==> config.mk <==
export PLATFORM = sky130hd
export DESIGN_NAME = excUnit
export DESIGN_NICKNAME = d
export VERILOG_FILES = /design/src/verilog/cp0Pkg.sv /design/src/verilog/cp0Regs.sv /design/src/verilog/excEncoder.sv /design/src/verilog/excUnit.sv /design/src/verilog/irqTimer.sv
export SDC_FILE = /design/constraint.sdc
export NUM_CORES = 1
export LEC_CHECK = 0
export BUFFER_PORTS_ARGS = -buffer_cell sky130_fd_sc_hd__clkbuf_2
export CORE_AREA = 2 2 184 186
export CTS_CLUSTER_SIZE = 25
export DETAILED_ROUTE_END_ITERATION = 10
export DIE_AREA = 0 0 186 188
export PLACE_DENSITY = 0.46
export SLEW_MARGIN = 0
export SYNTH_ARGS = -nofsm -noshare
export SYNTH_HDL_FRONTEND = slang
export SYNTH_SLANG_ARGS = --single-unit
==> constraint.sdc <==
create_clock -name clk -period 6.35 [get_ports clk]
set_input_delay 0.3175 -clock clk [delete_from_list [all_inputs] [get_ports clk]]
set_output_delay 0.3175 -clock clk [all_outputs]
set_load 0.02 [all_outputs]
==> src/verilog/cp0Pkg.sv <==
package cp0Pkg;

	//////////////////////////////////////////////////
	// CP0 register numbers
	//////////////////////////////////////////////////
	localparam logic [4:0] regSr = 5'd12;
	localparam logic [4:0] regCause = 5'd13;
	localparam logic [4:0] regEpc = 5'd14;
	localparam logic [4:0] regPrid = 5'd15;

	// Processor id after reset
	localparam logic [31:0] prIdReset = 32'h0001_8200;

	// SR field positions
	localparam int srIeBit = 0;
	localparam int srExlBit = 1;
	localparam int srImLo = 10;
	localparam int srImHi = 15;

	// Cause field positions
	localparam int causeCodeLo = 2;
	localparam int causeCodeHi = 6;
	localparam int causeIpLo = 10;
	localparam int causeIpHi = 15;
	localparam int causeBdBit = 31;

	//////////////////////////////////////////////////
	// Exception cause codes
	//////////////////////////////////////////////////
	localparam logic [4:0] codeInt = 5'd0;
	localparam logic [4:0] codeAdEL = 5'd4;
	localparam logic [4:0] codeAdES = 5'd5;
	localparam logic [4:0] codeSys = 5'd8;
	localparam logic [4:0] codeRi = 5'd10;
	localparam logic [4:0] codeOv = 5'd12;

	// Memory stage flags, highest priority first
	typedef struct packed {
		logic fetchAdEL;
		logic ri;
		logic sys;
		logic ov;
		logic loadAdEL;
		logic storeAdES;
	} excFlags_t;

	// mtc0 / mfc0 access
	typedef struct packed {
		logic we;
		logic [4:0] rdAddr;
		logic [4:0] wrAddr;
		logic [31:0] wrData;
	} cp0Access_t;

	//////////////////////////////////////////////////
	// Timer
	//////////////////////////////////////////////////
	localparam logic [1:0] timerAddrCtrl = 2'd0;
	localparam logic [1:0] timerAddrPreset = 2'd1;
	localparam logic [1:0] timerAddrCount = 2'd2;

	// Control register bits
	localparam int timerCtrlEnBit = 0;
	localparam int timerCtrlModeBit = 1;
	localparam int timerCtrlIrqEnBit = 3;

	// Timer line in the hardware interrupt vector
	localparam int hwIntTimer = 0;

	typedef struct packed {
		logic we;
		logic [1:0] addr;
		logic [31:0] wrData;
	} timerAccess_t;

endpackage

==> src/verilog/cp0Regs.sv <==
`timescale 1ns/100ps

module cp0Regs (
	input logic clk,
	input logic reset,
	input cp0Pkg::cp0Access_t cp0Bus,
	input logic [4:0] excCode,
	input logic [5:0] hwInt,
	input logic [31:0] pc,
	input logic bdIn,
	input logic exlClr,
	output logic [31:0] rdData,
	output logic excRequest,
	output logic [31:0] epc
);

	// SR fields
	logic [5:0] im;
	logic exl;
	logic ie;

	// Cause fields
	logic bd;
	logic [5:0] ip;
	logic [4:0] causeCode;

	// Full registers
	logic [31:0] epcReg;
	logic [31:0] prId;

	// Decision
	logic intReq;
	logic excReq;

	// Return address
	logic [31:0] pcAligned;
	logic [31:0] epcNext;

	// Read words
	logic [31:0] srWord;
	logic [31:0] causeWord;

	//////////////////////////////////////////////////
	// Interrupt and exception decision
	//////////////////////////////////////////////////

	// Masked hardware lines, global enable, not already in handler
	assign intReq = (|(hwInt & im)) & ie & ~exl;
	// Any encoded exception outside the handler
	assign excReq = (excCode != cp0Pkg::codeInt) & ~exl;
	assign excRequest = intReq | excReq;

	// Delay slot instruction returns to its branch
	assign pcAligned = {pc[31:2], 2'b00};
	assign epcNext = bdIn ? pcAligned - 32'd4 : pcAligned;

	assign epc = epcReg;

	//////////////////////////////////////////////////
	// Register read
	//////////////////////////////////////////////////

	always_comb begin
		srWord = '0;
		srWord[cp0Pkg::srImHi:cp0Pkg::srImLo] = im;
		srWord[cp0Pkg::srExlBit] = exl;
		srWord[cp0Pkg::srIeBit] = ie;
	end

	always_comb begin
		causeWord = '0;
		causeWord[cp0Pkg::causeBdBit] = bd;
		causeWord[cp0Pkg::causeIpHi:cp0Pkg::causeIpLo] = ip;
		causeWord[cp0Pkg::causeCodeHi:cp0Pkg::causeCodeLo] = causeCode;
	end

	// mfc0 path
	always_comb begin
		case (cp0Bus.rdAddr)
			cp0Pkg::regSr: rdData = srWord;
			cp0Pkg::regCause: rdData = causeWord;
			cp0Pkg::regEpc: rdData = epcReg;
			cp0Pkg::regPrid: rdData = prId;
			// Unimplemented registers
			default: rdData = '0;
		endcase
	end

	//////////////////////////////////////////////////
	// Register update
	//////////////////////////////////////////////////

	// Later assignments win, so the order below is the write priority
	always_ff @(posedge clk) begin
		if (reset) begin
			im <= '0;
			exl <= 1'b0;
			ie <= 1'b0;
			bd <= 1'b0;
			ip <= '0;
			causeCode <= cp0Pkg::codeInt;
			epcReg <= '0;
			prId <= cp0Pkg::prIdReset;
		end
		else begin
			// Pending lines follow the inputs every cycle
			ip <= hwInt;

			// mtc0 has the lowest priority
			if (cp0Bus.we) begin
				case (cp0Bus.wrAddr)
					cp0Pkg::regSr: begin
						im <= cp0Bus.wrData[cp0Pkg::srImHi:cp0Pkg::srImLo];
						exl <= cp0Bus.wrData[cp0Pkg::srExlBit];
						ie <= cp0Bus.wrData[cp0Pkg::srIeBit];
					end
					cp0Pkg::regCause: begin
						bd <= cp0Bus.wrData[cp0Pkg::causeBdBit];
						causeCode <= cp0Bus.wrData[cp0Pkg::causeCodeHi:cp0Pkg::causeCodeLo];
					end
					cp0Pkg::regEpc: epcReg <= {cp0Bus.wrData[31:2], 2'b00};
					cp0Pkg::regPrid: prId <= cp0Bus.wrData;
					default: ;
				endcase
			end

			// Exception entry
			if (excRequest) begin
				exl <= 1'b1;
				epcReg <= epcNext;
				bd <= bdIn;
				// Interrupt wins when both are pending
				causeCode <= intReq ? cp0Pkg::codeInt : excCode;
			end

			// eret beats everything
			if (exlClr) begin
				exl <= 1'b0;
				bd <= 1'b0;
			end
		end
	end

	//////////////////////////////////////////////////
	// Checks
	//////////////////////////////////////////////////

	// Handler entry always masks the next request
	assert property (@(posedge clk) disable iff (reset)
		excRequest && !exlClr |=> exl);

	// EPC stays word aligned whatever its source
	assert property (@(posedge clk) disable iff (reset)
		epcReg[1:0] == 2'b00);

endmodule

==> src/verilog/excEncoder.sv <==
`timescale 1ns/100ps

module excEncoder (
	input cp0Pkg::excFlags_t flags,
	output logic [4:0] excCode
);

	//////////////////////////////////////////////////
	// Fixed priority encode
	//////////////////////////////////////////////////

	// Order matches the field order of excFlags_t
	always_comb begin
		if (flags.fetchAdEL) begin
			// Bad fetch address beats anything decoded from that word
			excCode = cp0Pkg::codeAdEL;
		end
		else if (flags.ri) begin
			excCode = cp0Pkg::codeRi;
		end
		else if (flags.sys) begin
			excCode = cp0Pkg::codeSys;
		end
		else if (flags.ov) begin
			// Arithmetic overflow from execute
			excCode = cp0Pkg::codeOv;
		end
		else if (flags.loadAdEL) begin
			// Misaligned data load
			excCode = cp0Pkg::codeAdEL;
		end
		else if (flags.storeAdES) begin
			// Misaligned data store
			excCode = cp0Pkg::codeAdES;
		end
		else begin
			// No exception, codeInt doubles as none
			excCode = cp0Pkg::codeInt;
		end

		// Nonzero code exactly when some flag is set
		assert ((excCode != cp0Pkg::codeInt) == (|flags))
			else $error("excEncoder code %h does not match flags %b", excCode, flags);
	end

endmodule

==> src/verilog/excUnit.sv <==
`timescale 1ns/100ps

module excUnit (
	input logic clk,
	input logic reset,
	input cp0Pkg::cp0Access_t cp0Bus,
	output logic [31:0] cp0RdData,
	input cp0Pkg::timerAccess_t timerBus,
	output logic [31:0] timerRdData,
	input logic [31:0] pc,
	input logic bdIn,
	input cp0Pkg::excFlags_t flags,
	input logic exlClr,
	input logic [4:0] extInt,
	output logic excRequest,
	output logic [31:0] epc
);

	logic [4:0] excCode;
	logic timerIrq;
	logic [5:0] hwInt;

	//////////////////////////////////////////////////
	// Interrupt lines
	//////////////////////////////////////////////////

	// Timer sits on the lowest line, external devices above it
	assign hwInt[cp0Pkg::hwIntTimer] = timerIrq;
	assign hwInt[5:1] = extInt;

	//////////////////////////////////////////////////
	// Blocks
	//////////////////////////////////////////////////

	excEncoder encoder (
		.flags(flags),
		.excCode(excCode)
	);

	cp0Regs cp0 (
		.clk(clk),
		.reset(reset),
		.cp0Bus(cp0Bus),
		.excCode(excCode),
		.hwInt(hwInt),
		.pc(pc),
		.bdIn(bdIn),
		.exlClr(exlClr),
		.rdData(cp0RdData),
		.excRequest(excRequest),
		.epc(epc)
	);

	irqTimer timer (
		.clk(clk),
		.reset(reset),
		.bus(timerBus),
		.rdData(timerRdData),
		.irq(timerIrq)
	);

endmodule

==> src/verilog/irqTimer.sv <==
`timescale 1ns/100ps

module irqTimer (
	input logic clk,
	input logic reset,
	input cp0Pkg::timerAccess_t bus,
	output logic [31:0] rdData,
	output logic irq
);

	// Control fields
	logic en;
	logic mode;
	logic irqEn;

	logic [31:0] preset;
	logic [31:0] count;
	logic [31:0] ctrlWord;
	logic countZero;

	assign countZero = (count == '0);

	// Level while expired and enabled
	assign irq = countZero & en & irqEn;

	//////////////////////////////////////////////////
	// Read
	//////////////////////////////////////////////////

	always_comb begin
		ctrlWord = '0;
		ctrlWord[cp0Pkg::timerCtrlEnBit] = en;
		ctrlWord[cp0Pkg::timerCtrlModeBit] = mode;
		ctrlWord[cp0Pkg::timerCtrlIrqEnBit] = irqEn;
	end

	always_comb begin
		case (bus.addr)
			cp0Pkg::timerAddrCtrl: rdData = ctrlWord;
			cp0Pkg::timerAddrPreset: rdData = preset;
			cp0Pkg::timerAddrCount: rdData = count;
			default: rdData = '0;
		endcase
	end

	//////////////////////////////////////////////////
	// Control and count
	//////////////////////////////////////////////////

	// Reload value for the count
	always_ff @(posedge clk) begin
		if (bus.we && bus.addr == cp0Pkg::timerAddrPreset) begin
			preset <= bus.wrData;
		end
	end

	always_ff @(posedge clk) begin
		if (reset) begin
			en <= 1'b0;
			mode <= 1'b0;
			irqEn <= 1'b0;
			count <= '0;
		end
		else if (bus.we && bus.addr == cp0Pkg::timerAddrCtrl) begin
			en <= bus.wrData[cp0Pkg::timerCtrlEnBit];
			mode <= bus.wrData[cp0Pkg::timerCtrlModeBit];
			irqEn <= bus.wrData[cp0Pkg::timerCtrlIrqEnBit];
			// Starting the timer loads the count
			if (bus.wrData[cp0Pkg::timerCtrlEnBit]) begin
				count <= preset;
			end
		end
		else if (bus.we && bus.addr == cp0Pkg::timerAddrCount) begin
			count <= bus.wrData;
		end
		else if (en && !countZero) begin
			count <= count - 32'd1;
		end
		else if (en && mode) begin
			// Periodic reload keeps zero to one cycle
			count <= preset;
		end
	end

endmodule
Word-level counts from Yosys, hierarchy flattened. Index checks and enable logic that the tools add are counted.

Flip-flop bits (word level): 151. Output and inout port bits: 97. Word-level logic and storage cells: 83. Input port bits: 125.

Equality and inequality tests: 11. $add $sub $neg: 2. Bitwise logic cells: 8. Mux-type cells: 27. Reductions and logical operators: 22.

Operators by type and width (count): 32-bit two-way mux (9); 32-bit case mux with 4 select lines (1); 32-bit case mux with 3 select lines (1); 5-bit two-way mux (9); 5-bit by 4-bit equality test with 1-bit output, second input constant (8); 32-bit logical NOT (1); 32-bit by 1-bit subtractor with 32-bit output, second input constant (1); 32-bit by 3-bit subtractor with 32-bit output, second input constant (1); 2-bit AND reduction (6); 2-bit nonzero test (4); 6-bit bitwise AND (1); 1-bit two-way mux (6); 6-bit OR reduction (1); 1-bit bitwise AND (5); 1-bit logical AND (5); 5-bit nonzero test (1); 4-bit nonzero test (1); 3-bit two-way mux (1); 2-bit by 1-bit equality test with 1-bit output, second input constant (1); 2-bit equality test, second input constant (1); 2-bit logical NOT (1); 2-bit inequality test, second input constant (1); 2-bit OR reduction (1); 1-bit logical NOT (1); 2 further kinds (2).

Longest topological paths before layout.
Word-level depth: 11. Mapped depth: 10.

By module. A second synthesis with hierarchy kept.

Cells, all modules: 1000. Area total of the unflattened synthesis: 8608.3 um^2.

Modules (own cells, without submodules): cp0Regs (times used 1, area an instance 4490.6 um^2, cells each 539, seq. area each 1641.6 um^2); irqTimer (times used 1, area an instance 4062.6 um^2, cells each 451, seq. area each 1661.6 um^2); excEncoder (times used 1, area an instance 55.1 um^2, cells each 10, seq. area each 0.0 um^2).

Worst setup path before layout. Ideal clock, no wire load.

Kind: register to register. Start point: register timer.count[15]. End point: register cp0.epcReg[31] (netlist: cp0.epc[31]). Library setup time: 0.134 ns. Path buffers: 3. Slack: 3.558 ns. Data arrival time: 2.658 ns. Cell stages (with the launch flop): 10. Path through: dfxtp_1 > or4_4 > or4_4 > buf_6 > or4_4 > a31o_1 > buf_6 > buf_2 > nor2_1 > a211oi_1.

Word-level cells in the longest chain between the ends: 10. Elaborated cells on any way between the ends: 12. Classes of those cells: mux: 1; bitwise: 6; reduce/logical: 5.

RTL lines: start, declared (RTL line irqTimer.sv:17) `logic [31:0] count;`; start signal, assigned (RTL line irqTimer.sv:70) `count <= preset;`; start signal, assigned (RTL line irqTimer.sv:74) `count <= bus.wrData;`; start signal, assigned (RTL line irqTimer.sv:77) `count <= count - 32'd1;`; 32-bit logical NOT * (RTL line irqTimer.sv:21) `assign countZero = (count == '0);`; 1-bit bitwise AND * (2 in series) (RTL line irqTimer.sv:24) `assign irq = countZero & en & irqEn;`; 6-bit bitwise AND * (RTL line cp0Regs.sv:48) `assign intReq = (|(hwInt & im)) & ie & ~exl;`; 6-bit OR reduction * (RTL line cp0Regs.sv:48); 1-bit bitwise AND * (2 in series) (RTL line cp0Regs.sv:48); 1-bit bitwise OR * (RTL line cp0Regs.sv:51) `assign excRequest = intReq | excReq;`; 2-bit nonzero test (no source line); 2-bit AND reduction (no source line); end signal, assigned (RTL line cp0Regs.sv:121) `cp0Pkg::regEpc: epcReg <= {cp0Bus.wrData[31:2], 2'b00};`; end signal, assigned (RTL line cp0Regs.sv:130) `epcReg <= epcNext;`; end, declared (RTL line cp0Regs.sv:28) `logic [31:0] epcReg;`.

Every way passes the cells marked *; elsewhere a longest branch is shown, timed or not. A chain may end at the register's enable or synchronous reset.

Final worst setup path.
Start point: register timer.count[15]. End point: output port excRequest.

Word-level cells in the longest chain between the ends: 8.

RTL lines: 32-bit logical NOT (RTL line irqTimer.sv:21); 1-bit bitwise AND (2 in series) (RTL line irqTimer.sv:24); 6-bit bitwise AND (RTL line cp0Regs.sv:48); 6-bit OR reduction (RTL line cp0Regs.sv:48); 1-bit bitwise AND (2 in series) (RTL line cp0Regs.sv:48); 1-bit bitwise OR (RTL line cp0Regs.sv:51); end, declared (RTL line excUnit.sv:15) `output logic excRequest,`.

No other way between the ends.

==> flow_metrics.py <==
metrics = {
    "status": {
        "run_status": "finished clean",
    },
    "cells_and_area": {
        "fill_cells": 3594,
        "area_growth_syn_to_layout_pct": 25.9,
        "final_layout_size_suffix_gt1_share_pct": 26.0,
        "finalNetCount": 1236,
    },
    "timing": {
        "rsz0062_at_grt": "false",
        "slew-limit-headroom_pct": 18.0,
        "slew_violations": 0,
        "period_utilization_post_route_pct": 54.5,
        "worst_pin_slew_ns": 1.23,
        "final-setup-viol-count": 0,
        "period_needed_ns": 3.46,
        "max_freq_mhz": 289,
        "fin_tns_setup_ns": 0,
        "final_hold_viol_count": 0,
        "worst_clock_skew_ns": 0.0144,
    },
    "floorplanning": {
        "fp.dieH_um": 188,
        "die_width_um": 186,
        "design.die.area_sq_mm": 0.0350,
        "rows": 67,
        "placeableCoreArea_sq_mm": 0.0331,
        "initial_core_util_pct": 24.5,
        "ioPinCount": 222,
    },
    "routing": {
        "drt_first_iter_violations": 526,
        "drt-wirelength-per-cell_um": 19.4,
        "drt_wl_total_um": 30500,
        "drt_first_pass_iters": 5,
        "drt-vias-per-instance": 5.08,
        "routed-via-count": 7974,
        "antenna_left": 0,
        "route.detailed.drc": 0,
    },
    "synth": {
        "syn_inst": 923,
        "ys.warnings.count": 0,
        "yosysTopAreaCell": "sky130_fd_sc_hd__dfxtp_1",
        "netlist.area_leader.share_pct": 28.9,
        "synthFlopType": "sky130_fd_sc_hd__dfxtp_1",
        "synth_simple_gate_area_share_pct": 19.6,
        "area_share_of_xor_xnor_cells_in_the_synthesized_design_pct": 3.89,
        "synthesis.area_sq_mm": 0.00811,
        "synth_cell_type_count": 69,
        "synthMostInstantiatedCell": "sky130_fd_sc_hd__dfxtp_1",
        "synth.yosys.seq_area_share_pct": 40.7,
        "synth-async-reset-ratio_pct": 0,
        "syn-mean-instance-area_sq_um": 8.78,
        "share_of_cell_area_taken_by_muxes_after_synthesis_pct": 6.51,
        "largest_family_of_logic_cells_by_synthesized_area": "compound AO/OA/AOI/OAI gates",
        "synth_enable_flop_cells": 32,
        "yosys.area_share.adder_pct": 0.463,
        "synth_seq_cells": 149,
        "synthTopCellsByArea": "sky130_fd_sc_hd__dfxtp_1, sky130_fd_sc_hd__edfxtp_1, sky130_fd_sc_hd__a22o_1",
        "synth_compound_area_share_pct": 23.9,
        "synth_common_cells": "sky130_fd_sc_hd__dfxtp_1, sky130_fd_sc_hd__nand2_1, sky130_fd_sc_hd__nor2_1",
    },
    "worst_setup_path": {
        "worst-r2r-setup-slack_ns": 3.01,
        "timing.critical_path.arrival_ns": 3.15,
        "critical_path_class": "flip-flop to output port",
        "critPathMaxFanout": 13,
        "cp-start-kind": "flip-flop",
        "data_required_time_at_the_worst_endpoint_ns": 6.03,
        "setup.worst_path.end_class": "output port",
        "worst_r2r_endpoint": "timer.count[19]",
        "reg2reg_depth": 6,
        "worst_r2r_startpoint": "timer.count[15]",
    },
    "grt": {
        "vias_in_the_first_global_route": 7756,
        "globalRouteTotalUtil_pct": 17.3,
        "wire_length_of_the_first_global_routing_pass_um": 46300,
        "total_overflow_reported_by_the_global_router": 0,
        "number_of_antenna_violations_at_the_first_check_in_global_routing": 2,
        "grt_max_degree": 57,
    },
    "clocking": {
        "cts-root-buf": "sky130_fd_sc_hd__clkbuf_16",
        "ctsLongestPathBuffers": 2,
        "path_clk_slew_ns": 0.06,
        "post-cts-setup-buffers": 0,
        "post_cts_resized": 0,
        "tritoncts.num_buffers": 17,
        "tritoncts_clock_tree": "yes",
        "cts_sinks": 149,
        "hold_buf_cts": 0,
        "ctsHtreeMaxLevel": 4,
        "clock_insertion_delay_worst_skew_ns": 0.43,
    },
    "power": {
        "power.leakage_uw": 0.00396,
        "powerDensity_mw_per_mm2": 250,
        "vdd_ir_drop_max_mv": 0.178,
        "post-layout-total-power_uw": 2550,
    },
    "placement": {
        "gp_congestion": 0.768,
        "dp_hpwl_um": 21400,
        "portBuffers": 217,
    },
    "worst_hold_path": {
        "holdCritStartpoint": "timerBus[26]",
        "whs_endpoint": "timer.preset[26]",
        "worstHoldPathCells": 1,
        "hold_class": "primary input to flip-flop",
    },
    "job": {
        "drv.max_cap_violation_count": 0,
    },
}
-- layout by cell type (no fill, tap or decap), types with 6 or more instances in the layout --
cell type / synthesis / routed
sky130_fd_sc_hd__clkbuf_2: 0 / 216
sky130_fd_sc_hd__dfxtp_1: 117 / 117
sky130_fd_sc_hd__nand2_1: 109 / 109
sky130_fd_sc_hd__nor2_1: 76 / 76
sky130_fd_sc_hd__a22o_1: 61 / 61
sky130_fd_sc_hd__a21oi_1: 59 / 59
sky130_fd_sc_hd__mux2i_1: 46 / 46
sky130_fd_sc_hd__a211oi_1: 40 / 40
sky130_fd_sc_hd__nor3_1: 33 / 32
sky130_fd_sc_hd__edfxtp_1: 32 / 32
sky130_fd_sc_hd__o21ai_0: 27 / 27
sky130_fd_sc_hd__xor2_1: 27 / 27
sky130_fd_sc_hd__buf_4: 2 / 22
sky130_fd_sc_hd__nor4_1: 18 / 17
sky130_fd_sc_hd__clkbuf_16: 0 / 17
sky130_fd_sc_hd__a22oi_1: 13 / 13
sky130_fd_sc_hd__nand3_1: 13 / 13
sky130_fd_sc_hd__inv_1: 12 / 12
sky130_fd_sc_hd__nand4_1: 11 / 11
sky130_fd_sc_hd__and2_1: 10 / 10
sky130_fd_sc_hd__or3_1: 10 / 10
sky130_fd_sc_hd__a221oi_1: 10 / 10
sky130_fd_sc_hd__xnor2_1: 9 / 9
sky130_fd_sc_hd__nor2b_1: 10 / 8
sky130_fd_sc_hd__and3_1: 9 / 8
sky130_fd_sc_hd__or4_1: 7 / 7
sky130_fd_sc_hd__o22ai_1: 7 / 7
sky130_fd_sc_hd__o32ai_1: 7 / 7
sky130_fd_sc_hd__mux2_2: 6 / 6
-- per-layer routing --
metal / share of wire (%) / GRT usage [%]
met1: 46 / 24.4
met4: 1.8 / 5.39
met3: 5.2 / 2.82
met2: 46 / 26.8
met5: 0.036 / 0
-- cell type report --
cell class	count	area (sq um)	share of cell area (%)
multi-input cells	688	4450	43.6
clock inverters	13	154	1.51
diodes	1	2.50	0.0245
repair buffers	238	1250	12.2
flip-flops and latches	149	3300	32.4
inverters	14	52.6	0.515
well taps	448	561	5.49
clock buffers	19	433	4.24
-- worst max-delay path by stage --
stage | start | endpoint | slack [ns] | cells past startpoint
after floorplan | timer.count[15] | cp0.epc[31] | 3.56 | 9
after global placement | timer.count[24] | timer.count[14] | 3.07 | 6
after detailed placement | timer.count[15] | timer.count[19] | 3.07 | 6
after CTS | timer.count[24] | excRequest | 2.83 | 6
after global routing | timer.count[24] | excRequest | 2.68 | 6
final | timer.count[15] | excRequest | 2.89 | 6
-- registers in the layout, summed over array words and instances (netlist names), 5 cells and up --
name           cells
cp0.causeCode      5
cp0.epc           30
cp0.im             6
timer.count       32
cp0.ip             6
cp0.prId          32
timer.preset      32
-- critical path: stages, from the launching register on --
cell and delay, ns:
sky130_fd_sc_hd__dfxtp_1 0.37, sky130_fd_sc_hd__or4_4 0.57, sky130_fd_sc_hd__or4_4 0.58, sky130_fd_sc_hd__or4_4 0.56
sky130_fd_sc_hd__a31o_2 0.36, sky130_fd_sc_hd__inv_2 0.11, sky130_fd_sc_hd__clkbuf_2 0.17
-- power by group --
part	total [uW]	leakage, uW	switching [uW]	internal, uW
Clock	1050	0.000292	434	618
Sequential	1060	0.00125	45.9	1010
Combinational	439	0.00242	280	159
Total	2550	0.00396	760	1790
-- logic make-up after synthesis --
kind of cell	count (synthesis)
compound gates	266
xor+xnor	36
fa+ha+maj	3
buf+inv	87
flops	149
mux	52
other cells	1
simple gates	329
-- metrics by stage --
stage	cell area, sq um	cells	worst slack [ns]	hold slack (ns)	utilization (%)
after global placement	9610	1537	3.07	0.442	29.0
final	10200	1570	2.89	0.0794	30.8
after floorplan	8110	924	3.56	0.390	-
after CTS	10200	1569	2.83	0.0615	30.8
after detailed placement	9610	1537	3.07	0.447	29.0
after global routing	10200	1570	2.68	0.0638	30.8
No activity file was read; power rests on OpenSTA's default activity.
